<file path="config.mk">
export PLATFORM = sky130hd
export DESIGN_NAME = fetch
export DESIGN_NICKNAME = d
export VERILOG_FILES = /design/src/verilog/fetch.sv
export VERILOG_INCLUDE_DIRS = /design/src /design/src/include
export SDC_FILE = /design/constraint.sdc
export NUM_CORES = 2
export LEC_CHECK = 0
export ABC_AREA = 0
export BUFFER_PORTS_ARGS = -buffer_cell sky130_fd_sc_hd__buf_4
export CAP_MARGIN = 25
export CORE_UTILIZATION = 30
export DETAILED_ROUTE_END_ITERATION = 7
export GPL_TIMING_DRIVEN = 0
export SLEW_MARGIN = 40
export SYNTH_ARGS = -nofsm -noshare
export SYNTH_HDL_FRONTEND = slang
export SYNTH_SLANG_ARGS = --single-unit
</file>
<file path="constraint.sdc">
create_clock -name clk -period 3.65 [get_ports clk]
set_clock_uncertainty 0.05 [all_clocks]
set_input_delay 0.73 -clock clk [delete_from_list [all_inputs] [get_ports clk]]
set_output_delay 0.73 -clock clk [all_outputs]
set_load 0.01 [all_outputs]
</file>
<file path="src/include/proc_consts.svh">
//~~~~~~~~~~~~~~~~~~~~~~~~~~~~~~~~~~~~~~~~~~~~~~~~~~~~~~~~~~~~
// Core sizing. Depths must be powers of two, and addresses
// are byte addresses, so bit 0 is dropped at both memories.
//~~~~~~~~~~~~~~~~~~~~~~~~~~~~~~~~~~~~~~~~~~~~~~~~~~~~~~~~~~~~
`ifndef PROC_CONSTS_SVH
`define PROC_CONSTS_SVH

// Data path and instruction word width
`define WORD_W 16

`define REG_COUNT 8

// Memory depths in words
`define IMEM_DEPTH 256
`define DMEM_DEPTH 256

`define RESET_PC 16'h0000

`endif

</file>
<file path="src/verilog/fetch.sv">
//~~~~~~~~~~~~~~~~~~~~~~~~~~~~~~~~~~~~~~~~~~~~~~~~~~~~~~~~~~~~
// PC and instruction memory. Boot writes land only while
// rstN is low; the memory itself has no reset.
//~~~~~~~~~~~~~~~~~~~~~~~~~~~~~~~~~~~~~~~~~~~~~~~~~~~~~~~~~~~~
`timescale 1ns/100ps
`include "proc_consts.svh"

module fetch (
   input  logic                           clk,
   input  logic                           rstN,
   input  logic                           progWrEn,
   input  logic [$clog2(`IMEM_DEPTH)-1:0] progAddr,
   input  logic [`WORD_W-1:0]             progData,
   input  logic [`WORD_W-1:0]             nextPc,
   input  logic                           stall,
   output logic [`WORD_W-1:0]             instr,
   output logic [`WORD_W-1:0]             pc,
   output logic [`WORD_W-1:0]             pcPlusTwo
);

   localparam int IMEM_AW = $clog2(`IMEM_DEPTH);

   logic [`WORD_W-1:0] imem [`IMEM_DEPTH];
   logic [IMEM_AW-1:0] fetchAddr;

   // Boot loader path
   always_ff @(posedge clk) begin
      if (!rstN && progWrEn) begin
         imem[progAddr] <= progData;
      end
   end

   // PC holds once the core has trapped
   always_ff @(posedge clk) begin
      if (!rstN) begin
         pc <= `RESET_PC;
      end else if (!stall) begin
         pc <= nextPc;
      end
   end

   // Word index from byte address
   assign fetchAddr = pc[IMEM_AW:1];
   assign instr     = imem[fetchAddr];
   assign pcPlusTwo = pc + `WORD_W'(2);

endmodule

</file>
==> results.sh <==
export IMPL_row_count=267
export IMPL_regArea_sq_um=123500
export IMPL_path_common_cell="buf_6"
export IMPL_clock_path_buffers=4
export IMPL_yosysSeqAreaShare=0.7728
export IMPL_synthXorXnorAreaFrac=0.0007126
export IMPL_slowest_stage="nor4_4"
export IMPL_cts_buffers=409
export IMPL_die_y_um=731.8
export IMPL_wl_per_cell_um=35.93
export IMPL_slew_viol_final=0
export IMPL_drive_above_1_share=0.3509
export IMPL_drc=1
export IMPL_ys_ff_latch=4120
export IMPL_final_nets=8541
export IMPL_synth_top_flop_cell="edfxtp_1"
export IMPL_synth_nets=7469
export IMPL_post_dp_cell_area_sq_um=178500
export IMPL_finalCriticalPeriod_ns=5.840
export IMPL_critPathKind="reg2out"
export IMPL_fin_crit_sh=1.600
export IMPL_numClockSinks=4120
export IMPL_route_vias_total=88420
export IMPL_path_cells="buf_8 > buf_6 > buf_6 > buf_6 > mux4_2 > nor3_1 > nor3_2 > nand4_1 > nor4_4 > buf_4"
export IMPL_start_util=0.3017
export IMPL_avgSynthCellArea_sq_um=21.52
export IMPL_root_buffer="clkbuf_16"
export IMPL_synthArstFlopShare=0
export IMPL_hold_ws_ns=0.05443
export IMPL_h_tree_depth=5
export IMPL_cpPeakStageDelay_ns=0.71
export IMPL_leakagePower_nw=61.02
export IMPL_hpwl_um=395100
export IMPL_syn2layout_area_growth_pct=24.41
export IMPL_grt_pass1_wl_um=751400
export IMPL_synthCells=7424
export IMPL_crit_required_ns=2.87
export IMPL_firstDrtPassIters=8
export IMPL_synth_edff_count=4096
export IMPL_drt_wl_total_um=569000
export IMPL_core_area_sq_um=529500
export IMPL_design_die_area_sq_um=535500
export IMPL_place_ws_ns=-3.031
export IMPL_cts_tree="built"
export IMPL_cp_data_arrival_time_ns=5.06
export IMPL_die_w_um=731.8
export IMPL_ys_warn_count=0
export IMPL_synth_fa_ha_area_frac=0.00007831
export IMPL_synth_top_family_by_area="multiplexers"
export IMPL_io_pins=92
export IMPL_grt_pass1_vias=85360
export IMPL_viasPerCell=5.583
export IMPL_synth_largest_area_cell="edfxtp_1"
export IMPL_rsz0062_at_grt="yes"
export IMPL_outcome="finished, violations left"
export IMPL_grt_antenna_before_repair=33
export IMPL_power_density_nw_per_um2=515.2
export IMPL_worstMarginPinSlew_ns=1.105
export IMPL_failed_checks="DRC, setup timing"
export IMPL_clk_pin_slew_ns=0.06
export IMPL_yosys_cell_types_count=63
export IMPL_fmax_ghz=0.1712
export IMPL_layout_setup_ws_ns=-2.190
export IMPL_finalSetupViolCount=462
export IMPL_min_path_type="in2reg"
export IMPL_syn_area_sq_um=159800
export IMPL_synthSimpleGateAreaFrac=0.02295
export IMPL_track_usage=0.2040
export IMPL_synthTopCellsByArea="edfxtp_1, mux4_2, mux2i_1"
export IMPL_endpoint_kind="output pin"
export IMPL_slew_headroom=0.2634
export IMPL_synthMostInstantiatedCell="edfxtp_1"
export IMPL_port_buffers=86
export IMPL_nFillCells=46850
export IMPL_fin_area_sq_um=198800
export IMPL_multi_input_area_sq_um=37990
export IMPL_drv_cap=0
export IMPL_grt_overflow=0
export IMPL_vdd_ir_drop_max_mv=0.4765
export IMPL_ys_top_cells_by_count="edfxtp_1, mux4_2, mux2i_1"
export IMPL_final_hold_viol_count=0
export IMPL_synth_top_area_frac=0.7698
export IMPL_cp_start_kind="flop"
export IMPL_cp_max_fo=11
export IMPL_synth_mux_area_frac=0.1579
export IMPL_drt_iter0_drc=14360
export IMPL_clkLatencyLatePin_ns=0.97
export IMPL_place_gp_congestion=0.9976
export IMPL_grt_max_degree=114
export IMPL_synth_compound_area_frac=0.02868
export IMPL_ant_nets=0
-- state kept, by name (all words and copies together) (netlist names), named ones only --
name,flops
pc,16
imem,4096
-- cells in the final DEF (no fill, tap or decap), types with 36 or more instances in the layout --
cell type  count
edfxtp_1    4096
a211oi_1      36
clkinv_1      96
clkbuf_2      60
clkbuf_4      65
clkinv_2      67
nand2_1       98
o22ai_2       46
clkbuf_1     117
o22ai_1       75
nor2_1        67
buf_16       232
mux4_2       865
buf_12        79
nor2_4       260
o221ai_1      81
mux2i_1      513
buf_2         42
buf_8        150
nor2b_1       43
a22o_1        38
clkbuf_16    420
a21oi_1       78
buf_4        333
nor3_1        61
buf_6         72
bufinv_16     44
-- cells by family (layout without fill, tap and decap cells) --
logic type                 after synthesis  count (layout)
other                                    0              10
AOI/OAI and AO/OA                      628             628
DFF                                   4120            4120
xor gates and xnor gates                13              13
muxes                                 1427            1427
adders and majority gates                1               1
and+or+nand+nor                        779             779
buffers and inverters                  456            1864
-- worst max-delay path: cells and delay by family, from the launching register on --
| kind | cells | cell delay [ns] |
|---|---|---|
| buffers and inverters | 5 | 1.40 |
| DFF | 1 | 0.45 |
| muxes | 1 | 0.24 |
| and+or+nand+nor | 4 | 1.92 |
-- routing by layer --
layer / wire [um] / vias up / GRT usage
met3: 72200 / 1462 / 0.05959
li1: - / 33670 / -
met5: 124 / - / 0
met4: 43990 / 18 / 0.1274
met2: 252600 / 6515 / 0.3093
met1: 200100 / 46760 / 0.2572
-- where the power goes --
| part | internal [W] | switching (W) |
|---|---|---|
| logic | 0.00284 | 0.00509 |
| registers | 0.0521 | 0.0000522 |
| clock network | 0.0240 | 0.0184 |
| total | 0.0789 | 0.0235 |
-- through the flow --
step,setup TNS [ns],instances,power (W),util
2_1_floorplan,0,7424,0.05599,-
3_3_place_gp,-7283.46,14500,0.05940,0.3195
3_5_place_dp,-1801.11,14820,0.05978,0.3371
4_1_cts,-31.87,15680,0.1020,0.3703
5_1_grt,-34.45,15830,0.1042,0.3754
6_report,-67.16,15840,0.1024,0.3754
-- cell type report --
type | count | share of cell area
Sequential cell | 4120 | 0.6213
Multi-Input combinational cell | 2848 | 0.1911
Clock buffer | 495 | 0.05376
Timing Repair Buffer | 669 | 0.05124
Tap cell | 6994 | 0.04402
Buffer | 443 | 0.02521
Clock inverter | 252 | 0.01311
Antenna cell | 10 | 0.0001259
Inverter | 5 | 0.0001070
-- final timing paths --
kind	startpoint	end	slack, ns	cells past startpoint
max	flop	instr[10]	-2.19	10
min	nextPc[7]	pc[7]$_SDFFE_PN0N_	0.05	3
max reg2reg	pc[15]$_SDFFE_PN0N_	pc[15]$_SDFFE_PN0N_	2.41	3
min reg2reg	pc[0]$_SDFFE_PN0N_	pc[0]$_SDFFE_PN0N_	0.54	2
-- repair_timing --
item / CTS / global route
gates cloned: 3 / 3
pin swaps: 93 / 122
endpoints found under the setup margin: 25 / 264
endpoints found under the hold margin: 20 / 0
resized for setup: 755 / 299
hold buffers: 11 / 0
setup buffers: 102 / 153
Note: power is estimated with default switching activity, not from simulation.
