### src/include/proc_consts.svh
//~~~~~~~~~~~~~~~~~~~~~~~~~~~~~~~~~~~~~~~~~~~~~~~~~~~~~~~~~~~~
// Core sizing. Depths must be powers of two, and addresses
// are byte addresses, so bit 0 is dropped at both memories.
//~~~~~~~~~~~~~~~~~~~~~~~~~~~~~~~~~~~~~~~~~~~~~~~~~~~~~~~~~~~~
`ifndef PROC_CONSTS_SVH
`define PROC_CONSTS_SVH

// Data path and instruction word width
`define WORD_W 16

`define REG_COUNT 8

// Memory depths in words
`define IMEM_DEPTH 256
`define DMEM_DEPTH 256

`define RESET_PC 16'h0000

`endif

### src/verilog/isaPkg.sv
//~~~~~~~~~~~~~~~~~~~~~~~~~~~~~~~~~~~~~~~~~~~~~~~~~~~~~~~~~~~~
// Instruction set encodings. Opcode values not listed here
// are illegal and trap the core.
//~~~~~~~~~~~~~~~~~~~~~~~~~~~~~~~~~~~~~~~~~~~~~~~~~~~~~~~~~~~~
`include "proc_consts.svh"

package isaPkg;

   // Instruction bits 15:11
   typedef enum logic [4:0] {
      opHalt = 5'b00000,
      opNop  = 5'b00001,
      opJ    = 5'b00100,
      opJal  = 5'b00110,
      opAddi = 5'b01000,
      opBeqz = 5'b01100,
      opBnez = 5'b01101,
      opSt   = 5'b10000,
      opLd   = 5'b10001,
      opLbi  = 5'b11000,
      opAlu  = 5'b11011,
      opSeq  = 5'b11100,
      opSlt  = 5'b11101
   } opcodeT;

   // Bits 1:0 of an opAlu instruction
   typedef enum logic [1:0] {
      fnAdd = 2'b00,
      fnSub = 2'b01,
      fnXor = 2'b10,
      fnAnd = 2'b11
   } functT;

   typedef logic [$clog2(`REG_COUNT)-1:0] regIdxT;

endpackage

### src/verilog/ctrlPkg.sv
//~~~~~~~~~~~~~~~~~~~~~~~~~~~~~~~~~~~~~~~~~~~~~~~~~~~~~~~~~~~~
// Decoded control and commit trace types shared by the stages
//~~~~~~~~~~~~~~~~~~~~~~~~~~~~~~~~~~~~~~~~~~~~~~~~~~~~~~~~~~~~
`include "proc_consts.svh"

package ctrlPkg;
   import isaPkg::*;

   typedef enum logic [2:0] {
      aluAdd,
      aluSub,
      aluXor,
      aluAnd,
      aluPassB
   } aluOpT;

   // Register writeback source
   typedef enum logic [2:0] {
      wbAlu,
      wbMem,
      wbImm,
      wbPcPlus2,
      wbSetCond
   } wbSrcT;

   typedef struct packed {
      aluOpT  aluOp;
      logic   useImm;        // Immediate as second ALU operand
      wbSrcT  wbSrc;
      logic   regWrEn;
      regIdxT dest;
      logic   memEn;
      logic   memWr;
      logic   branch;
      logic   branchOnZero;  // Taken when rs is zero
      logic   jump;
      logic   halt;
      logic   illegal;
   } ctrlT;

   // One retired register write
   typedef struct packed {
      logic               wrEn;
      regIdxT             wrAddr;
      logic [`WORD_W-1:0] wrData;
   } commitT;

endpackage

### src/verilog/execution.sv
//~~~~~~~~~~~~~~~~~~~~~~~~~~~~~~~~~~~~~~~~~~~~~~~~~~~~~~~~~~~~
// ALU, set compare and next PC. Purely combinational.
// Branch and jump targets are relative to PC+2.
//~~~~~~~~~~~~~~~~~~~~~~~~~~~~~~~~~~~~~~~~~~~~~~~~~~~~~~~~~~~~
`timescale 1ns/100ps
`include "proc_consts.svh"

module execution import ctrlPkg::*; (
   input  ctrlT               ctrl,
   input  logic [`WORD_W-1:0] pc,
   input  logic [`WORD_W-1:0] pcPlusTwo,
   input  logic [`WORD_W-1:0] rsData,
   input  logic [`WORD_W-1:0] rtData,
   input  logic [`WORD_W-1:0] imm,
   output logic [`WORD_W-1:0] aluOut,
   output logic               setCond,
   output logic [`WORD_W-1:0] nextPc
);

   logic [`WORD_W-1:0] opB;
   logic [`WORD_W-1:0] target;
   logic               lessThan;
   logic               rsZero;
   logic               taken;

   assign opB = ctrl.useImm ? imm : rtData;

   always_comb begin
      case (ctrl.aluOp)
         aluAdd:   aluOut = rsData + opB;
         aluSub:   aluOut = rsData - opB;
         aluXor:   aluOut = rsData ^ opB;
         aluAnd:   aluOut = rsData & opB;
         aluPassB: aluOut = opB;
         default:  aluOut = opB;
      endcase
   end

   assign lessThan = $signed(rsData) < $signed(opB);

   // SLT runs the ALU as sub, SEQ as xor
   assign setCond = (ctrl.aluOp == aluSub) ? lessThan : (aluOut == '0);

   // Branch resolution
   assign rsZero = (rsData == '0);
   assign taken  = ctrl.branch & (rsZero == ctrl.branchOnZero);
   assign target = pcPlusTwo + imm;

   always_comb begin
      if (ctrl.halt || ctrl.illegal) begin
         // Stay on the trapping word
         nextPc = pc;
      end else if (ctrl.jump || taken) begin
         nextPc = target;
      end else begin
         nextPc = pcPlusTwo;
      end
   end

endmodule

### config.mk
export PLATFORM = sky130hd
export DESIGN_NAME = execution
export DESIGN_NICKNAME = d
export VERILOG_FILES = /design/src/verilog/isaPkg.sv /design/src/verilog/ctrlPkg.sv /design/src/verilog/execution.sv
export VERILOG_INCLUDE_DIRS = /design/src /design/src/include
export SDC_FILE = /design/constraint.sdc
export NUM_CORES = 1
export LEC_CHECK = 0
export BUFFER_PORTS_ARGS = -buffer_cell sky130_fd_sc_hd__buf_4
export CAP_MARGIN = 20
export CORE_ASPECT_RATIO = 0.6
export CORE_MARGIN = 8
export CORE_UTILIZATION = 30
export DETAILED_ROUTE_END_ITERATION = 7
export GPL_TIMING_DRIVEN = 1
export PLACE_DENSITY_LB_ADDON = 0.08
export SLEW_MARGIN = 5
export SYNTH_ARGS = -nofsm -noshare
export SYNTH_HDL_FRONTEND = slang
export SYNTH_SLANG_ARGS = --single-unit
### constraint.sdc
create_clock -name vclk -period 5.3
set_clock_uncertainty 0.15 [all_clocks]
set_input_delay 0.795 -clock vclk [all_inputs]
set_output_delay 0.795 -clock vclk [all_outputs]
set_load 0.02 [all_outputs]
==> metrics.md, run 1 <==
| Metric | Value |
|---|---|
| Synth Area per Inst | 7.01 um^2 |
| DR iter-0 viols | 239 |
| Status | complete, but fails checks |
| Number of post-CTS setup repair buffers | 0 |
| Via Count | 4446 |
| Layout Nets | 833 |
| Final instance area | 5150 um^2 |
| CORE AREA | between 10000 and 15000 um^2 |
| Setup CP Type | input pin to output pin |
| Ys Warns | 0 |
| Synthesized cell area | 3580 um^2 |
| Die W | 157 um |
| # IOs | 131 |
| Top cell type's share of synthesized area | 19.6% |
| Cell count after synthesis | 510 |
| Unrepaired setup endpoints after global routing | yes |
| Antenna cell count | 0 |
| Req. time, crit path | 4360 ps |
| Placed Instances | 839 |
| Hold WC Path Type | input pin to output pin |
| Fraction of layout cells with a size suffix above 1 | 33.5% |
| Critical path capture point type | output pin |
| CP peak stage delay | 500 ps |
| Die Height | 101 um |
| Gr ovfl total | 0 |
| Max FO, Critical Path | 5 |
| DR DRC count | 0 |
| Leakage | approximately 2.4 nW |
| Initial antenna violation count | 0 |
| CP max stage cell | or4b_4 |
| Setup ws final | -167 ps |
| Register area | 0 um^2 |
| Post-synth cell types | 77 |
| Final Util | between 40 and 50% |
| Power, Total | roughly 0.66 mW |
| Port bufs | 122 |
| GP Congestion | 0.864 |
| Vias in the first global route | about 4500 |
| Drt pass-1 iters | 5 |
| Final Slew Violations | 0 |
| Layout Area Growth over Synthesis | 43.9% |
| DRT antenna net count | 0 |
| Non-Filler Instances | 839 |
| FFs & Latches | 0 |
| Hold slack | roughly 1800 ps |
| WL final | 14.3 mm |
| Failing checks | negative setup slack |
| Final Hold Viols | 0 |
| Crit path DAT | 4520 ps |
| Tcrit/Tclk final | 103% |
| First-pass GRT wire length | between 20 and 25 mm |
| Clock buffers | 0 |
| Power Density | between 100 and 150 nW/um^2 |
| Sequential-to-total area share from yosys stat | 0% |
| Post-synth net total | 667 |
| Crit-path cells | buf_6 -> mux2_4 -> ha_2 -> fa_2 -> nand2b_1 -> a32oi_1 -> o211ai_1 -> a2111oi_4 -> o311ai_2 -> or4_4 -> nor4_4 -> or4b_4 -> o31ai_2 -> buf_4 |
| Max Cap Viol | 0 |
| GRT Overall Usage | ~18% |
| Cell row count | 31 |
| Worst-Margin Slew | 625 ps |
| Hold path start | pc[14] |
| Die ar. | 15800 um^2 |
| CP startpoint kind | input pin |
| Setup TNS | -167 ps |
| Initial Util | 30.2% |
| Pre-CTS WS | -199 ps |
| Start point of the critical path | ctrl[14] |
| Largest area contributor in the netlist | ha_1 |
| DP Wirelength | 12.3 mm |
| Post-DP Area | 5100 um^2 |
| F_max | 183 MHz |
| Top post-synthesis cells by area | ha_1 (20%), mux2i_1 (6.2%), a21oi_1 (5.9%), nand2_1 (4.8%), o21ai_0 (4.3%) |
| Hold_buf cts | 0 |
| Slew headroom | 58.2% |
| Largest net degree at the start of global routing | 41 |
| Peak supply drop | 47.1 uV |
| Routed len/inst | between 15 and 20 um |
| Endpoints failing setup | 1 |
| Tmin final | 5470 ps |
| DR vias/cell | 5.30 |
==> logic make-up (layout without fill, tap and decap cells) <==
kind of cell    count (synthesis)  after routing  synth area share, %
compound gates                169            169                 33.2
xor+xnor                       17             17                 4.16
fa+ha+maj                      59             59                 21.3
buf+inv                        61            225                 7.00
mux                            31             31                 9.41
simple gates                  173            173                 25.0
==> critical path: cells and delay by family <==
| family | cells | cell delay (ps) |
|---|---|---|
| adders and majority gates | 2 | 560 |
| buffers and inverters | 2 | 290 |
| and+or+nand+nor | 4 | 1390 |
| muxes | 1 | 330 |
| AOI/OAI and AO/OA | 5 | 1150 |
==> area by class of cell <==
type	instances	area [um^2]
multi-input combinational	449	3370
timing repair buffer	189	1440
fill	1217	6680
tap	165	206
inverter	36	135
==> metal layers <==
layer	share of wire, %	vias up	GRT usage, %
met4	0.32	0	0.514
li1	-	2243	-
met1	53	2028	26.6
met3	7.7	4	3.30
met5	0	-	0
met2	39	171	25.9
==> what timing repair did <==
action,4_1_cts,5_1_grt
resized for setup,1,10
endpoints found under the hold margin,0,0
setup endpoints to repair,1,1
pin swaps,0,7
==> power by group <==
part,total (mW),leakage (nW),switching [mW],internal (mW)
registers,0,0,0,0
logic,0.661,2.44,0.351,0.310
clock network,0,0,0,0
total,0.661,2.44,0.351,0.310
==> cell usage in the layout (no fill, tap or decap), types with 4 or more instances in the layout <==
master     instances
a21oi_1           40
a211o_1            5
o22ai_1            5
ha_1              54
nand3_1            8
o211ai_1           4
nor3b_1            5
o21bai_1           6
or2_2              7
or3_1              4
xor2_1             7
nor3_1            11
xnor2_1           10
a21o_1             7
a211oi_1           6
o221ai_1           4
o21ai_0           30
a2111oi_0          4
nor4_1            11
nor2b_1           12
a31oi_1            7
nor2_1            37
mux2i_1           21
nand2b_1           8
inv_1             35
o21a_1             7
o31a_1             4
buf_4            187
mux2_2             7
o31ai_1            4
nand4_1            5
nand2_1           46
==> synthesized netlist by cell type, drive strengths merged, types with 6 or more instances <==
master / instances
ha: 56
nand2: 47
a21oi: 42
nor2: 37
inv: 36
o21ai: 32
mux2i: 22
clkbuf: 15
nor2b: 13
nor4: 12
nor3: 11
buf: 10
xnor2: 10
a31oi: 8
mux2: 8
nand2b: 8
nand3: 8
or2: 8
a21o: 7
o21a: 7
xor2: 7
a2111oi: 6
a211oi: 6
o21bai: 6
==> final timing paths <==
check	end	slack [ps]	depth (start not counted)
worst max-delay path	setCond	-170	14
worst min-delay path	nextPc[14]	1750	4
Note: power is estimated with default switching activity, not from simulation.
==> run 2: changes to the inputs <==
- ABC_AREA: not set -> 1
==> run 2 against run 1 <==
Against the previous run:
- the flow now finishes without violations
- first-iteration DRC count is 110% higher
- clock-buffer cell count did not move
- highest routed layer unchanged
- final area up 2.4%
- global-route usage is 2.0 points higher
==> metrics.md, run 2 <==
| Metric | Value |
|---|---|
| Layout Nets | 1076 (+29%) |
| Post-DP Area | 5270 um^2 (+3.3%) |
| Vias in the first global route | 5069 (+14%) |
| Initial antenna violation count | 0 (unchanged) |
| Area occupied by multi-input gates | 3550 um^2 (+5.4%) |
| Port bufs | 122 (unchanged) |
| Ys Warns | 0 (unchanged) |
| Clock buffers | 0 (unchanged) |
| Peak supply drop | 49.6 uV (+5.3%) |
| Drt pass-1 iters | 5 (unchanged) |
| CP peak stage delay | 420 ps (-80 ps) |
| Die W | 170 um (+8.0%) |
| Gr ovfl total | 0 (unchanged) |
| Power, Total | 0.655 mW (-0.88%) |
| Synth Area per Inst | 5.21 um^2 (-26%) |
| CP max stage cell | fa_1 |
| Cell row count | 33 (+6.5%) |
| Top post-synthesis cells by area | nand2_1 (24%), ha_1 (17%), inv_1 (12%), nand3_1 (11%), nor2_1 (5.2%) |
| GRT Overall Usage | 19.6% (+2.0 points) |
| WL final | 18.2 mm (+28%) |
| Fraction of layout cells with a size suffix above 1 | 16.7% (-17 points) |
| Post-synth cell types | 39 (-49%) |
| DR DRC count | 0 (unchanged) |
| GP Congestion | 0.937 (+8.4%) |
| Worst-Margin Slew | 1080 ps (+458 ps) |
| Max FO, Critical Path | 19 (+14) |
| CORE AREA | 13700 um^2 (+16%) |
| Crit path DAT | 3790 ps (-730 ps) |
| Synthesized cell area | 4240 um^2 (+19%) |
| Fillers | 1614 (+33%) |
| Crit-path cells | buf_4 -> inv_2 -> nand2_1 -> and2_1 -> inv_1 -> ha_1 -> fa_1 -> inv_1 -> nand3_1 -> nand3_1 -> nand3_1 -> nand3_1 -> nand2_1 -> nand3_1 -> nand3_1 -> nand2_1 -> nand2_1 -> nor2_1 -> nand2_1 -> nand2_1 -> buf_4 |
| Cell count after synthesis | 815 (+60%) |
| Setup TNS | 0 ps (+167 ps) |
| Die Height | 108 um (+7.5%) |
| Max layer used | met4 |
| Tcrit/Tclk final | 89.3% (-14 points) |
| Routed len/inst | 16.4 um (-3.4%) |
| Most common library cells after synthesis | nand2_1 (270), inv_1 (131), nand3_1 (93) |
| Sequential-to-total area share from yosys stat | 0% (unchanged) |
| Commonest non-fill, non-tap cell in the layout | nand2_1 |
| Antenna cell count | 0 (unchanged) |
| Final Util | 38.3% (-5.2 points) |
| DP Wirelength | 15.9 mm (+30%) |
| Largest net degree at the start of global routing | 27 (-34%) |
| Critical path capture point type | output pin |
| DRT antenna net count | 0 (unchanged) |
| Endpoints failing setup | 0 (-1) |
| DR iter-0 viols | 492 (+110%) |
| Largest area contributor in the netlist | nand2_1 |
| Setup ws final | 565 ps (+732 ps) |
| Hold_buf cts | 0 (unchanged) |
| Initial Util | 30.9% (+0.63 points) |
| Req. time, crit path | 4360 ps (about the same) |
| Via Count | 5380 (+21%) |
| Leakage | 3.06 nW (+25%) |
| Number of post-CTS setup repair buffers | 0 (unchanged) |
| FFs & Latches | 0 (unchanged) |
| Final Hold Viols | 0 (unchanged) |
| # IOs | 131 (unchanged) |
| Final instance area | 5270 um^2 (+2.4%) |
| Tmin final | 4730 ps (-732 ps) |
| First-pass GRT wire length | 28.8 mm (+26%) |
| Pre-CTS WS | 617 ps (+816 ps) |
| Count leader, synth | nand2_1 |
| Post-synth net total | 972 (+46%) |
| Register area | 0 um^2 (unchanged) |
| Most frequent cells in the layout | nand2_1 (270), inv_1 (131), buf_4 (125), nand3_1 (93), nor2_1 (59) |
| Die ar. | 18300 um^2 (+16%) |
| Hold WC Path Type | input pin to output pin |
| DR WL met3 | 1.29 mm (+17%) |
| Metal-1 WL | 10.0 mm (+33%) |
| Post-CTS sizing | 0 (-1) |
| CP startpoint kind | input pin |
| Setup CP Type | input pin to output pin |
| Power Density | 124 nW/um^2 (-3.2%) |
| Max Cap Viol | 0 (unchanged) |
| Unrepaired setup endpoints after global routing | no |
| Final Slew Violations | 0 (unchanged) |
| Status | complete, no violations |
| Top cell type's share of synthesized area | 23.9% (+4.3 points) |
| Layout Area Growth over Synthesis | 24.2% |
| Slew headroom | 27.1% (-31 points) |
| Met2 WL | 6.78 mm (+22%) |
| F_max | 211 MHz (+15%) |
| DR vias/cell | 4.85 (-8.5%) |
## run 2: area by class of cell
type               count  share of cell area (%)
repair buffers       125                    17.8
inverters            144                    10.3
well taps            192                    4.56
multi-input cells    648                    67.4
## run 2: metal layers
metal / global-route usage, % / vias up
li1: - / 2809
met5: 0 / -
met4: 1.26 / 0
met2: 27.3 / 186
met1: 31.8 / 2377
met3: 2.18 / 8
## run 2: worst paths after layout
path,depth (start not counted),from,endpoint
setup / recovery,21,ctrl[14],setCond
hold / removal,4,pc[6],nextPc[6]
## run 2: stage by stage
stage / hold slack (ps) / instances
after detailed placement: 1740 / 1109
after floorplan: 1610 / 815
final: 1740 / 1109
after global placement: 1740 / 1109
after global routing: 1750 / 1109
after CTS: 1740 / 1109
## run 2: worst max-delay path: cells and delay by family
kind | cells | cell delay, ps
simple gates | 14 | 1510
fa+ha+maj | 2 | 620
buf+inv | 5 | 850
## run 2: kinds of logic after synthesis
kind of cell	after synthesis	synth area share, %
and+or+nand+nor	478	48.7
xor gates and xnor gates	11	2.27
adders and majority gates	59	17.9
AOI/OAI and AO/OA	100	14.8
buffers and inverters	167	16.3
## run 2: power by group
| group | switching (mW) | leakage (nW) | internal, mW |
|---|---|---|---|
| Combinational | 0.415 | 3.06 | 0.239 |
| Sequential | 0 | 0 | 0 |
| Clock | 0 | 0 | 0 |
| Total | 0.415 | 3.06 | 0.239 |
