**src/include/proc_consts.svh**
```systemverilog
//~~~~~~~~~~~~~~~~~~~~~~~~~~~~~~~~~~~~~~~~~~~~~~~~~~~~~~~~~~~~
// Core sizing. Depths must be powers of two, and addresses
// are byte addresses, so bit 0 is dropped at both memories.
//~~~~~~~~~~~~~~~~~~~~~~~~~~~~~~~~~~~~~~~~~~~~~~~~~~~~~~~~~~~~
`ifndef PROC_CONSTS_SVH
`define PROC_CONSTS_SVH

// Data path and instruction word width
`define WORD_W 16

`define REG_COUNT 8

// Memory depths in words
`define IMEM_DEPTH 256
`define DMEM_DEPTH 256

`define RESET_PC 16'h0000

`endif

```
**src/verilog/isaPkg.sv**
```systemverilog
//~~~~~~~~~~~~~~~~~~~~~~~~~~~~~~~~~~~~~~~~~~~~~~~~~~~~~~~~~~~~
// Instruction set encodings. Opcode values not listed here
// are illegal and trap the core.
//~~~~~~~~~~~~~~~~~~~~~~~~~~~~~~~~~~~~~~~~~~~~~~~~~~~~~~~~~~~~
`include "proc_consts.svh"

package isaPkg;

   // Instruction bits 15:11
   typedef enum logic [4:0] {
      opHalt = 5'b00000,
      opNop  = 5'b00001,
      opJ    = 5'b00100,
      opJal  = 5'b00110,
      opAddi = 5'b01000,
      opBeqz = 5'b01100,
      opBnez = 5'b01101,
      opSt   = 5'b10000,
      opLd   = 5'b10001,
      opLbi  = 5'b11000,
      opAlu  = 5'b11011,
      opSeq  = 5'b11100,
      opSlt  = 5'b11101
   } opcodeT;

   // Bits 1:0 of an opAlu instruction
   typedef enum logic [1:0] {
      fnAdd = 2'b00,
      fnSub = 2'b01,
      fnXor = 2'b10,
      fnAnd = 2'b11
   } functT;

   typedef logic [$clog2(`REG_COUNT)-1:0] regIdxT;

endpackage

```
**src/verilog/ctrlPkg.sv**
```systemverilog
//~~~~~~~~~~~~~~~~~~~~~~~~~~~~~~~~~~~~~~~~~~~~~~~~~~~~~~~~~~~~
// Decoded control and commit trace types shared by the stages
//~~~~~~~~~~~~~~~~~~~~~~~~~~~~~~~~~~~~~~~~~~~~~~~~~~~~~~~~~~~~
`include "proc_consts.svh"

package ctrlPkg;
   import isaPkg::*;

   typedef enum logic [2:0] {
      aluAdd,
      aluSub,
      aluXor,
      aluAnd,
      aluPassB
   } aluOpT;

   // Register writeback source
   typedef enum logic [2:0] {
      wbAlu,
      wbMem,
      wbImm,
      wbPcPlus2,
      wbSetCond
   } wbSrcT;

   typedef struct packed {
      aluOpT  aluOp;
      logic   useImm;        // Immediate as second ALU operand
      wbSrcT  wbSrc;
      logic   regWrEn;
      regIdxT dest;
      logic   memEn;
      logic   memWr;
      logic   branch;
      logic   branchOnZero;  // Taken when rs is zero
      logic   jump;
      logic   halt;
      logic   illegal;
   } ctrlT;

   // One retired register write
   typedef struct packed {
      logic               wrEn;
      regIdxT             wrAddr;
      logic [`WORD_W-1:0] wrData;
   } commitT;

endpackage

```
**src/verilog/decode.sv**
```systemverilog
//~~~~~~~~~~~~~~~~~~~~~~~~~~~~~~~~~~~~~~~~~~~~~~~~~~~~~~~~~~~~
// Instruction decode, register file and trap flags. halt and
// err are sticky and only a reset clears them.
//~~~~~~~~~~~~~~~~~~~~~~~~~~~~~~~~~~~~~~~~~~~~~~~~~~~~~~~~~~~~
`timescale 1ns/100ps
`include "proc_consts.svh"

module decode import isaPkg::*, ctrlPkg::*; (
   input  logic               clk,
   input  logic               rstN,
   input  logic [`WORD_W-1:0] instr,
   input  logic               wbEn,
   input  logic [`WORD_W-1:0] wbData,
   output ctrlT               ctrl,
   output logic [`WORD_W-1:0] rsData,
   output logic [`WORD_W-1:0] rtData,
   output logic [`WORD_W-1:0] imm,
   output logic               halt,
   output logic               err
);

   opcodeT             op;
   functT              fn;
   regIdxT             rs;
   regIdxT             rt;
   regIdxT             rdReg;
   regIdxT             rdImm;
   ctrlT               dec;
   logic [`WORD_W-1:0] immFive;
   logic [`WORD_W-1:0] immEight;
   logic [`WORD_W-1:0] immEleven;
   logic               haltQ;
   logic               errQ;
   logic               live;

   assign op    = opcodeT'(instr[15:11]);
   assign fn    = functT'(instr[1:0]);
   assign rs    = instr[10:8];
   assign rt    = instr[7:5];
   assign rdReg = instr[4:2];
   assign rdImm = instr[7:5];

   assign immFive   = {{(`WORD_W-5){instr[4]}}, instr[4:0]};
   assign immEight  = {{(`WORD_W-8){instr[7]}}, instr[7:0]};
   assign immEleven = {{(`WORD_W-11){instr[10]}}, instr[10:0]};

   always_comb begin
      dec       = '0;
      dec.aluOp = aluPassB;
      dec.wbSrc = wbAlu;
      imm       = immFive;
      case (op)
         opNop: ;
         opHalt: dec.halt = 1'b1;
         opAddi: begin
            dec.aluOp   = aluAdd;
            dec.useImm  = 1'b1;
            dec.regWrEn = 1'b1;
            dec.dest    = rdImm;
         end
         opLd: begin
            dec.aluOp   = aluAdd;
            dec.useImm  = 1'b1;
            dec.wbSrc   = wbMem;
            dec.regWrEn = 1'b1;
            dec.dest    = rdImm;
            dec.memEn   = 1'b1;
         end
         // Store data is the rd field, read on port B
         opSt: begin
            dec.aluOp  = aluAdd;
            dec.useImm = 1'b1;
            dec.memEn  = 1'b1;
            dec.memWr  = 1'b1;
         end
         opLbi: begin
            imm         = immEight;
            dec.wbSrc   = wbImm;
            dec.regWrEn = 1'b1;
            dec.dest    = rs;
         end
         opBeqz, opBnez: begin
            imm              = immEight;
            dec.branch       = 1'b1;
            dec.branchOnZero = (op == opBeqz);
         end
         opJ: begin
            imm      = immEleven;
            dec.jump = 1'b1;
         end
         // Link register is the last one
         opJal: begin
            imm         = immEleven;
            dec.jump    = 1'b1;
            dec.wbSrc   = wbPcPlus2;
            dec.regWrEn = 1'b1;
            dec.dest    = regIdxT'(`REG_COUNT - 1);
         end
         opAlu: begin
            case (fn)
               fnAdd: dec.aluOp = aluAdd;
               fnSub: dec.aluOp = aluSub;
               fnXor: dec.aluOp = aluXor;
               fnAnd: dec.aluOp = aluAnd;
               default: dec.aluOp = aluPassB;
            endcase
            dec.regWrEn = 1'b1;
            dec.dest    = rdReg;
         end
         // Xor result of zero means equal, sub picks the signed compare
         opSeq, opSlt: begin
            dec.aluOp   = (op == opSeq) ? aluXor : aluSub;
            dec.wbSrc   = wbSetCond;
            dec.regWrEn = 1'b1;
            dec.dest    = rdReg;
         end
         default: dec.illegal = 1'b1;
      endcase
   end

   // No state changes while booting or after a trap
   assign live = rstN & ~haltQ;

   always_comb begin
      ctrl         = dec;
      ctrl.regWrEn = dec.regWrEn & live;
      ctrl.memWr   = dec.memWr & live;
   end

   always_ff @(posedge clk) begin
      if (!rstN) begin
         haltQ <= 1'b0;
         errQ  <= 1'b0;
      end else if (!haltQ) begin
         haltQ <= dec.halt | dec.illegal;
         errQ  <= dec.illegal;
      end
   end

   assign halt = haltQ;
   assign err  = errQ;

   regFile i_regFile (
      .clk     (clk),
      .rstN    (rstN),
      .rdAddrA (rs),
      .rdAddrB (rt),
      .wrEn    (wbEn),
      .wrAddr  (ctrl.dest),
      .wrData  (wbData),
      .rdDataA (rsData),
      .rdDataB (rtData)
   );

endmodule

```
**src/verilog/regFile.sv**
```systemverilog
//~~~~~~~~~~~~~~~~~~~~~~~~~~~~~~~~~~~~~~~~~~~~~~~~~~~~~~~~~~~~
// Register file, two async reads and one write. A write is
// not bypassed to the reads in the same cycle.
//~~~~~~~~~~~~~~~~~~~~~~~~~~~~~~~~~~~~~~~~~~~~~~~~~~~~~~~~~~~~
`timescale 1ns/100ps
`include "proc_consts.svh"

module regFile import isaPkg::*; (
   input  logic               clk,
   input  logic               rstN,
   input  regIdxT             rdAddrA,
   input  regIdxT             rdAddrB,
   input  logic               wrEn,
   input  regIdxT             wrAddr,
   input  logic [`WORD_W-1:0] wrData,
   output logic [`WORD_W-1:0] rdDataA,
   output logic [`WORD_W-1:0] rdDataB
);

   logic [`WORD_W-1:0] regs [`REG_COUNT];

   always_ff @(posedge clk) begin
      if (!rstN) begin
         for (int i = 0; i < `REG_COUNT; i++) begin
            regs[i] <= '0;
         end
      end else if (wrEn) begin
         regs[wrAddr] <= wrData;
      end
   end

   assign rdDataA = regs[rdAddrA];
   assign rdDataB = regs[rdAddrB];

endmodule
```
**config.mk**
```make
export PLATFORM = sky130hd
export DESIGN_NAME = decode
export DESIGN_NICKNAME = d
export VERILOG_FILES = /design/src/verilog/isaPkg.sv /design/src/verilog/ctrlPkg.sv /design/src/verilog/decode.sv /design/src/verilog/regFile.sv
export VERILOG_INCLUDE_DIRS = /design/src /design/src/include
export SDC_FILE = /design/constraint.sdc
export NUM_CORES = 1
export LEC_CHECK = 0
export BUFFER_PORTS_ARGS = -buffer_cell sky130_fd_sc_hd__buf_2
export CORE_MARGIN = 5
export CORE_UTILIZATION = 30
export CTS_BUF_LIST = sky130_fd_sc_hd__clkbuf_8
export DETAILED_ROUTE_END_ITERATION = 10
export GPL_TIMING_DRIVEN = 0
export PLACE_DENSITY_LB_ADDON = 0.3
export SLEW_MARGIN = 20
export SYNTH_ARGS = -nofsm -noshare
export SYNTH_HDL_FRONTEND = slang
export SYNTH_SLANG_ARGS = --single-unit
```
**constraint.sdc**
```tcl
create_clock -name clk -period 4 [get_ports clk]
set_clock_uncertainty 0.15 [all_clocks]
set_input_delay 0.8 -clock clk [delete_from_list [all_inputs] [get_ports clk]]
set_output_delay 0.8 -clock clk [all_outputs]
set_load 0.01 [all_outputs]
```
==> results.py, run 1 <==
metrics = {
    "outcome": {
        "outcome": "finished, final reports clean",
    },
    "power": {
        "total_leakage_power_nw": 3.221,
        "peakVddDrop_mv": 0.1996,
        "power.density_nw_per_um2": 397.9,
        "finalPower_mw": 3.756,
    },
    "timing": {
        "tightest_slew_ns": 1.131,
        "hold_violations": 0,
        "slew_headroom_pct": 24.63,
        "drv_slew": 0,
        "setup_viol": 0,
        "max_freq_ghz": 0.2688,
        "period_share_pct": 93.00,
        "final.setup.tns_ns": 0,
        "setup_slack_ns": 0.2800,
        "fin_crit_ns": 3.720,
        "rsz0062_at_grt": "no",
    },
    "yosys": {
        "syn-cell-area_sq_um": 7841,
        "synth_simple_gate_area_share_pct": 18.83,
        "yosys.area_share.adder_pct": 0,
        "yosys_warnings": 0,
        "ys_seq_elements": 130,
        "avgSynthCellArea_sq_um": 13.38,
        "synth-main-ff-cell": "edfxtp_1",
        "synth_compound_area_share_pct": 3.335,
        "async_flop_share_pct": 0,
        "synthMuxAreaShare_pct": 21.08,
        "synthCells": 586,
        "synth_edf_count": 128,
        "synth_xor_area_share_pct": 0.1117,
        "ys_types": 45,
        "syn_nets": 621,
        "ys_seq_area_share_pct": 49.53,
        "synth_top_family_by_area": "multiplexers",
    },
    "routing": {
        "drc": 0,
        "num_vias": 6026,
        "vias_per_cell": 5.717,
        "wl_per_cell_um": 25.33,
        "drtIter0Drc": 722,
        "dr.pass1.iters": 6,
        "drt_wl_total_um": 26700,
        "ant_nets": 0,
    },
    "placement": {
        "gp_congestion": 0.9030,
        "pre_cts_slack_ns": 0.2297,
        "port_buffers": 93,
        "dp.final_hpwl_um": 19540,
        "dp_cells": 1022,
    },
    "final_layout": {
        "num-nets-final": 741,
        "multi_input_area_sq_um": 3510,
        "n_fill_cell": 2511,
        "final_util_pct": 36.43,
        "regArea_sq_um": 3884,
        "syn2layout_area_growth_pct": 20.38,
        "final_cell_mix": "edfxtp_1, buf_2, nor4_1, mux4_2, nand2_1",
        "n_antenna_cell": 0,
        "layout-drive-gt1-share_pct": 42.42,
        "final_common_cell": "edfxtp_1",
        "stdcell_count": 1054,
    },
    "setup_path": {
        "criticalPathCategory": "in2out",
        "r2r_end": "err$_SDFFE_PN0N_",
        "rr_worst_depth": 2,
        "rrSetupSlack_ns": 2.91,
        "cp.required_ns": 3.05,
        "crit_start": "instr[8]",
        "crit_path_start_kind": "input port",
        "crit_path_end_kind": "output port",
        "worst_ep_arrival_time_ns": 2.77,
        "reg2reg_from": "halt$_SDFF_PN0_",
        "cp_max_fo": 10,
    },
    "clock_tree": {
        "post-cts-setup-buffers": 0,
        "worst_skew_pair.late_latency_ns": 0.46,
        "ctsLongestPathBuffers": 2,
        "cts.clk_slew.worst_paths_ns": 0.08,
        "cts_hold_buf": 0,
        "postCtsResizedCells": 0,
        "cts_tree": "built",
        "cts_buffers": 17,
        "cts_sinks": 130,
        "cts_root_buffer": "clkbuf_8",
        "htreeDepth": 4,
    },
    "global_routing": {
        "grt_max_degree": 17,
        "grt_pass1_wl_um": 38700,
        "grtUsageTotal_pct": 17.99,
        "gr-total-overflow": 0,
        "grt_pass1_vias": 6046,
        "antenna_found_initial": 0,
    },
    "min_path": {
        "holdPathEnd": "halt$_SDFF_PN0_",
        "hold_start": "halt$_SDFF_PN0_",
        "hold_class": "reg2reg",
        "hold_path_depth": 1,
    },
    "die": {
        "rows": 59,
        "die_area_sq_um": 29470,
        "initial_core_util_pct": 30.26,
        "die_w_um": 171.7,
        "die_y_um": 171.7,
        "io_pins": 103,
        "core_sq_um": 25910,
    },
    "run": {
        "cap_violations": 0,
    },
}
-- sequential cells by signal, indices dropped and copies added (netlist names) --
register / cells
i_regFile.regs: 128
halt: 1
err: 1
-- layer usage --
layer | vias up | wire [um] | global-route usage [%] | part of all wire [%]
li1 | 2623 | - | - | -
met2 | 349 | 12440 | 28.45 | 47
met4 | 0 | 473 | 5.339 | 1.8
met5 | - | 0 | 0 | 0
met1 | 3019 | 10970 | 24.51 | 41
met3 | 35 | 2818 | 4.620 | 11
-- logic make-up (layout without fill, tap and decap cells) --
logic type / Yosys count / in the layout
buffers and inverters: 107 / 240
AO/OA/AOI/OAI: 34 / 34
AND/OR/NAND/NOR: 231 / 231
XOR/XNOR: 1 / 1
multiplexers: 83 / 83
flip-flops: 130 / 130
-- per-stage QoR --
stage	hold WS, ns	area (sq um)
after floorplan	0.4240	7841
after global placement	0.4150	8726
after detailed placement	0.4100	8941
after CTS	0.4311	9439
after global routing	0.4988	9439
final	0.4364	9439
-- synth_stat cells, types with 3 or more instances --
| cell | count | area, sq um |
|---|---|---|
| buf_2 | 23 | 115.1 |
| o31ai_1 | 8 | 60.06 |
| nor3_1 | 6 | 30.03 |
| nand2b_1 | 4 | 25.02 |
| mux2_2 | 17 | 191.4 |
| o21a_1 | 3 | 22.52 |
| a21oi_1 | 5 | 25.02 |
| nor2b_1 | 3 | 18.77 |
| clkbuf_1 | 35 | 131.4 |
| buf_4 | 14 | 105.1 |
| edfxtp_1 | 128 | 3844 |
| mux4_2 | 64 | 1441 |
| nand2_1 | 60 | 225.2 |
| nor4_1 | 98 | 613.1 |
| o2111ai_1 | 3 | 26.28 |
| buf_6 | 10 | 112.6 |
| nor4_2 | 31 | 387.9 |
| inv_1 | 20 | 75.07 |
| nor2_1 | 13 | 48.80 |
| a22oi_1 | 3 | 22.52 |
-- final cells by class --
type / count / share of cell area (%)
clock buffer: 17 / 2.479
tap: 335 / 4.441
timing repair buffer: 101 / 6.045
inverter: 23 / 0.9146
clock inverter: 15 / 2.797
multi-input combinational: 349 / 37.18
buffer: 84 / 4.997
sequential: 130 / 41.15
-- worst max-delay path, stage by stage --
cell and delay, ns:
clkbuf_1 0.43, buf_2 0.49, mux4_2 0.57, mux2_2 0.31, buf_2 0.15
-- report_power, final --
part | internal, mW | switching [mW] | leakage [nW]
clock network | 0.864 | 0.562 | 0.245
logic | 0.280 | 0.420 | 1.73
registers | 1.58 | 0.0447 | 1.24
-- worst max path at each step --
stage / cells after the start / slack (ns) / to
after floorplan: 8 / 0.18 / i_regFile.regs[2][0]$_SDFFCE_PN0P_
after global placement: 6 / -1.14 / i_regFile.regs[6][7]$_SDFFCE_PN0P_
after detailed placement: 5 / 0.23 / rsData[4]
after CTS: 5 / 0.23 / rsData[4]
after global routing: 5 / 0.15 / rsData[12]
final: 5 / 0.28 / rsData[5]
Power figures use the tool's default switching activity.
==> run 2: changes to the inputs <==
--- a/config.mk
+++ b/config.mk
@@ -7,6 +7,7 @@
 export NUM_CORES = 1
 export LEC_CHECK = 0
 export BUFFER_PORTS_ARGS = -buffer_cell sky130_fd_sc_hd__buf_2
+export CORE_ASPECT_RATIO = 1.4
 export CORE_MARGIN = 5
 export CORE_UTILIZATION = 30
 export CTS_BUF_LIST = sky130_fd_sc_hd__clkbuf_8
==> run 2 against run 1 <==
  * Setup slack got worse by 0.026 ns
  * First-iteration DRC count fell by 15%
  * Wire length grew 3.1%
  * Sequential power about the same
  * Die area rose by 0.15%
  * Via count is 0.61% lower
  * Largest power group unchanged
==> results.py, run 2 (synthesized netlist as in run 1, its figures left out) <==
metrics = {
    "routing": {
        "num_vias": 5989,
        "drt_wl_total_um": 27530,
        "dr.pass1.iters": 6,
        "drc": 0,
        "vias_per_cell": 5.737,
        "wl_per_cell_um": 26.37,
        "drtIter0Drc": 612,
        "ant_nets": 0,
    },
    "power": {
        "power.share.sequential_pct": 43.1,
        "intPower_mw": 2.749,
        "total_leakage_power_nw": 3.231,
        "switching_share_pct": 27.03,
        "combPwrFrac_pct": 18.7,
        "peakVddDrop_mv": 0.1976,
        "p_switching_mw": 1.019,
        "power.density_nw_per_um2": 398.7,
        "p_clk_share_pct": 38.2,
    },
    "die": {
        "io_pins": 103,
        "die_w_um": 146.6,
        "rows": 70,
        "die_y_um": 201.3,
        "die_area_sq_um": 29520,
        "core_sq_um": 25920,
        "initial_core_util_pct": 30.25,
    },
    "setup_path": {
        "crit_start": "instr[9]",
        "crit_path_start_kind": "input port",
        "crit_path_end_kind": "output port",
        "criticalPathCategory": "in2out",
        "rrSetupSlack_ns": 2.97,
        "reg2reg_from": "halt$_SDFF_PN0_",
        "cp_max_fo": 10,
        "worst_ep_arrival_time_ns": 2.80,
        "cp.required_ns": 3.05,
    },
    "clock_tree": {
        "ctsLongestPathBuffers": 2,
        "cts.clk_slew.worst_paths_ns": 0.08,
        "cts_tree": "built",
        "post-cts-setup-buffers": 0,
        "cts_sinks": 130,
        "worst_skew_pair.late_latency_ns": 0.46,
        "cts_hold_buf": 0,
        "cts_root_buffer": "clkbuf_8",
        "postCtsResizedCells": 0,
        "cts_buffers": 17,
        "htreeDepth": 4,
    },
    "placement": {
        "gp_congestion": 0.8690,
        "dp.final_hpwl_um": 19800,
        "port_buffers": 93,
        "pre_cts_slack_ns": 0.2576,
    },
    "min_path": {
        "hold_class": "reg2reg",
        "hold_start": "halt$_SDFF_PN0_",
    },
    "final_layout": {
        "final_cell_mix": "edfxtp_1, buf_2, nor4_1, mux4_2, nand2_1",
        "layout-drive-gt1-share_pct": 42.70,
        "num-nets-final": 741,
        "largest-register": "i_regFile.regs",
        "final_util_pct": 36.45,
        "largest_reg_flops": 128,
        "syn2layout_area_growth_pct": 20.52,
        "final_common_cell": "edfxtp_1",
    },
    "global_routing": {
        "grt_pass1_vias": 6210,
        "gr-total-overflow": 0,
        "grtUsageTotal_pct": 18.64,
        "antenna_found_initial": 1,
        "grt_pass1_wl_um": 40500,
        "grt_max_degree": 17,
    },
    "timing": {
        "hold_violations": 0,
        "fin_crit_ns": 3.746,
        "slew_headroom_pct": 29.14,
        "drv_slew": 0,
        "final.setup.tns_ns": 0,
        "setup_slack_ns": 0.2539,
        "rsz0062_at_grt": "no",
        "max_freq_ghz": 0.2669,
        "period_share_pct": 93.65,
        "tightest_slew_ns": 1.063,
        "setup_viol": 0,
    },
    "outcome": {
        "outcome": "finished, final reports clean",
    },
    "run": {
        "cap_violations": 0,
    },
}
[run 2: changes by cell type in the layout (fill, tap and decap cells not counted)]
cell and change:
buf_6 -4, buf_8 +4, clkbuf_8 +1, clkinv_1 -1, clkinv_2 +2, clkinv_4 -2
diode_2 +1, inv_1 -1, inv_6 +1
[run 2: per-layer routing]
layer  vias up  part of all wire (%)  wire length (um)  global-route usage, %
met2       297                    53             14520                  33.21
li1       2612                     -                 -                      -
met5         -                     0                 0                      0
met3        76                   7.1              1946                  3.402
met1      3004                    35              9745                  21.24
met4         0                   4.8              1320                  9.415
[run 2: worst max-delay path, cell delays in order]
cell	delay (ns)
clkbuf_1	0.36
clkbuf_1	0.74
mux4_2	0.43
mux2_2	0.31
buf_2	0.15
[run 2: cell type report]
cell class | instances | area [sq um]
diodes | 1 | 2.502
plain buffers | 84 | 471.7
clock buffers | 18 | 247.7
clock inverters | 14 | 257.7
fillers | 2534 | 16470
inverters | 23 | 86.33
multi-input cells | 349 | 3510
flip-flops and latches | 130 | 3884
well taps | 324 | 405.4
repair buffers | 101 | 585.6
[run 2: final timing paths]
kind,to,cells after the start
max,rsData[4],5
min,halt$_SDFF_PN0_,1
max reg2reg,err$_SDFFE_PN0N_,2
min reg2reg,halt$_SDFF_PN0_,1
[run 2: per-stage QoR]
| step | cells | total power, mW | cell area [sq um] | hold slack (ns) |
|---|---|---|---|---|
| floorplan | 586 | 2.071 | 7841 | 0.4240 |
| global placement | 1003 | 2.327 | 8712 | 0.3943 |
| detailed placement | 1011 | 2.360 | 8942 | 0.3989 |
| CTS | 1043 | 3.775 | 9448 | 0.4188 |
| global route | 1044 | 3.882 | 9450 | 0.4602 |
| finish | 1044 | 3.768 | 9450 | 0.4141 |
[run 2: power by group through the flow]
stage	Sequential [mW]	Combinational [mW]	Clock, mW
global placement	1.66	0.671	0
finish	1.63	0.703	1.44
detailed placement	1.66	0.704	0
floorplan	1.64	0.429	0
global route	1.64	0.742	1.51
CTS	1.63	0.705	1.44
==> run 3: changes to the inputs <==
--- a/config.mk
+++ b/config.mk
@@ -6,10 +6,11 @@
 export SDC_FILE = /design/constraint.sdc
 export NUM_CORES = 1
 export LEC_CHECK = 0
+export ABC_AREA = 1
 export BUFFER_PORTS_ARGS = -buffer_cell sky130_fd_sc_hd__buf_2
 export CORE_ASPECT_RATIO = 1.4
 export CORE_MARGIN = 5
-export CORE_UTILIZATION = 30
+export CORE_UTILIZATION = 47
 export CTS_BUF_LIST = sky130_fd_sc_hd__clkbuf_8
 export DETAILED_ROUTE_END_ITERATION = 10
 export GPL_TIMING_DRIVEN = 0
==> run 3 against run 2 <==
  * Clock power shrank 26%
  * Area after synthesis shrank 2.7%
  * Via count grew 14%
  * Die area shrank 36%
  * Global-route usage grew 6.7 points
  * Setup slack gained 0.052 ns
  * Hold slack lost 0.070 ns
  * Count of clock-buffer cells in the layout shrank 1
  * Sequential share of layout area grew 3.0 points
  * Non-clock buffer count shrank 9
  * Largest power group unchanged
==> results.py, run 3 <==
metrics = {
    "power": {
        "total_leakage_power_nw": 3.547,
        "peakVddDrop_mv": 0.2533,
        "intPower_mw": 2.255,
        "p_switching_mw": 0.9956,
        "power.share.sequential_pct": 49.9,
        "combPwrFrac_pct": 17.4,
        "switching_share_pct": 30.63,
        "power.density_nw_per_um2": 369.1,
        "p_clk_share_pct": 32.7,
    },
    "routing": {
        "drt_wl_total_um": 23930,
        "drtIter0Drc": 574,
        "num_vias": 6825,
        "wl_per_cell_um": 19.86,
        "drc": 0,
        "dr.pass1.iters": 8,
        "vias_per_cell": 5.664,
        "ant_nets": 0,
    },
    "yosys": {
        "syn-cell-area_sq_um": 7629,
        "yosys_warnings": 0,
        "ys_types": 30,
        "synth_top_area_share_pct": 50.39,
        "syn_nets": 905,
        "synth-main-ff-cell": "edfxtp_1",
        "synth_top_area_cell": "edfxtp_1",
        "yosys-top-cells-count": "o21ai_0, edfxtp_1, nor2_1",
        "synth_edf_count": 128,
        "synth.most_common_cell": "o21ai_0",
        "synthCells": 870,
        "ys_seq_area_share_pct": 50.91,
        "ys_seq_elements": 130,
        "avgSynthCellArea_sq_um": 8.768,
        "async_flop_share_pct": 0,
        "ys_top_cells_by_area": "edfxtp_1, o21ai_0, nor2_1",
    },
    "min_path": {
        "hold_path_depth": 2,
        "holdPathEnd": "err$_SDFFE_PN0N_",
        "hold_start": "err$_SDFFE_PN0N_",
        "hold_class": "reg2reg",
    },
    "final_layout": {
        "final_cell_mix": "o21ai_0, edfxtp_1, nor2_1, buf_2, inv_1",
        "n_antenna_cell": 0,
        "num-nets-final": 1028,
        "final_util_pct": 54.92,
        "largest_reg_flops": 128,
        "postLayoutCellArea_sq_um": 8806,
        "syn2layout_area_growth_pct": 15.43,
        "layout-drive-gt1-share_pct": 22.27,
        "stdcell_count": 1205,
        "largest-register": "i_regFile.regs",
        "final_common_cell": "o21ai_0",
    },
    "setup_path": {
        "rr_worst_depth": 4,
        "worst_ep_arrival_time_ns": 2.74,
        "cp.required_ns": 3.05,
        "criticalPathCategory": "in2out",
        "crit_path_end_kind": "output port",
        "rrSetupSlack_ns": 3.10,
        "cp_max_fo": 10,
        "crit_path_start_kind": "input port",
        "reg2reg_from": "halt$_SDFF_PN0_",
        "r2r_end": "err$_SDFFE_PN0N_",
    },
    "timing": {
        "hold_violations": 0,
        "period_share_pct": 92.34,
        "drv_slew": 0,
        "final.setup.tns_ns": 0,
        "rsz0062_at_grt": "no",
        "setup_viol": 0,
        "slew_headroom_pct": 49.14,
        "tightest_slew_ns": 0.7610,
        "fin_crit_ns": 3.694,
        "setup_slack_ns": 0.3063,
        "max_freq_ghz": 0.2707,
    },
    "clock_tree": {
        "cts_tree": "built",
        "cts.clk_slew.worst_paths_ns": 0.09,
        "postCtsResizedCells": 0,
        "worst_skew_pair.late_latency_ns": 0.45,
        "post-cts-setup-buffers": 0,
        "cts_buffers": 17,
        "cts_root_buffer": "clkbuf_8",
        "cts_hold_buf": 0,
        "ctsLongestPathBuffers": 2,
        "cts_sinks": 130,
        "htreeDepth": 4,
    },
    "placement": {
        "dp.final_hpwl_um": 18780,
        "place_area_sq_um": 8438,
        "port_buffers": 100,
        "gp_congestion": 0.9430,
        "pre_cts_slack_ns": 0.3397,
        "dp_cells": 1173,
    },
    "die": {
        "rows": 55,
        "io_pins": 103,
        "die_w_um": 117.7,
        "die_area_sq_um": 18920,
        "die_y_um": 160.7,
        "initial_core_util_pct": 47.58,
        "core_sq_um": 16030,
    },
    "outcome": {
        "outcome": "finished, final reports clean",
    },
    "global_routing": {
        "grt_pass1_wl_um": 37690,
        "grt_util_met1_pct": 30.10,
        "busiest_layer": "met2",
        "antenna_found_initial": 0,
        "use_met3_pct": 4.473,
        "gr-total-overflow": 0,
        "grt.met2_usage_pct": 44.18,
        "grtUsageTotal_pct": 25.36,
        "grt_max_degree": 17,
        "grt_pass1_vias": 6850,
    },
    "run": {
        "cap_violations": 0,
    },
}
-- run 3: cell count changes in the layout (fill, tap and decap cells not counted), moves of 32 or more --
| cell | change |
|---|---|
| inv_1 | +68 |
| o21ai_0 | +133 |
| a21oi_1 | +59 |
| mux4_2 | -64 |
| nor4_1 | -97 |
| nor3_1 | +49 |
| nor2_1 | +97 |
| a31oi_1 | +32 |
-- run 3: how the worst max path moves through the flow --
stage	from	endpoint	slack, ns	cells past startpoint
2_1_floorplan	instr[15]	i_regFile.regs[5][0]$_SDFFCE_PN0P_	0.55	10
3_3_place_gp	instr[11]	i_regFile.regs[5][2]$_SDFFCE_PN0P_	-0.38	9
3_5_place_dp	instr[8]	rsData[5]	0.34	9
4_1_cts	instr[8]	rsData[5]	0.34	9
5_1_grt	instr[8]	rsData[5]	0.16	9
6_report	instr[8]	rsData[5]	0.31	9
-- run 3: cell families (layout without fill, tap and decap cells) --
group | after synthesis | in the layout | share of synthesized area [%]
AND/OR/NAND/NOR | 305 | 305 | 20.01
buffers and inverters | 166 | 302 | 9.775
AO/OA/AOI/OAI | 269 | 269 | 19.30
flip-flops | 130 | 130 | 50.91
-- run 3: stage by stage --
stage,hold slack [ns],power (mW)
3_3_place_gp,0.3128,2.198
5_1_grt,0.4510,3.373
4_1_cts,0.3498,3.246
2_1_floorplan,0.3593,1.980
6_report,0.3445,3.250
3_5_place_dp,0.3382,2.211
-- run 3: layout make-up --
class,count,area [sq um]
sequential,130,3884
tap,199,249.0
multi-input combinational,574,3014
clock buffer,17,234.0
timing repair buffer,104,545.5
buffer,72,392.9
inverter,94,352.8
clock inverter,15,133.9
fill,1519,7228
-- run 3: worst max-delay path: stages --
cell      delay, ns
clkbuf_1       0.22
inv_1          0.17
buf_2          0.27
clkbuf_1       0.44
nand2_1        0.08
o21ai_0        0.14
a21oi_1        0.17
a31oi_1        0.26
buf_2          0.18
-- run 3: metal layers --
metal / up-vias / wire [um]
met1: 3148 / 8835
met4: 0 / 993
li1: 3291 / -
met3: 69 / 1868
met2: 317 / 12230
met5: - / 0
-- run 3: power by group through the flow --
| stage | sequential [mW] | combinational, mW | clock, mW |
|---|---|---|---|
| after floorplan | 1.64 | 0.339 | 0 |
| after global placement | 1.65 | 0.548 | 0 |
| after detailed placement | 1.65 | 0.559 | 0 |
| after CTS | 1.62 | 0.561 | 1.06 |
| after global routing | 1.63 | 0.618 | 1.12 |
| final | 1.62 | 0.566 | 1.06 |
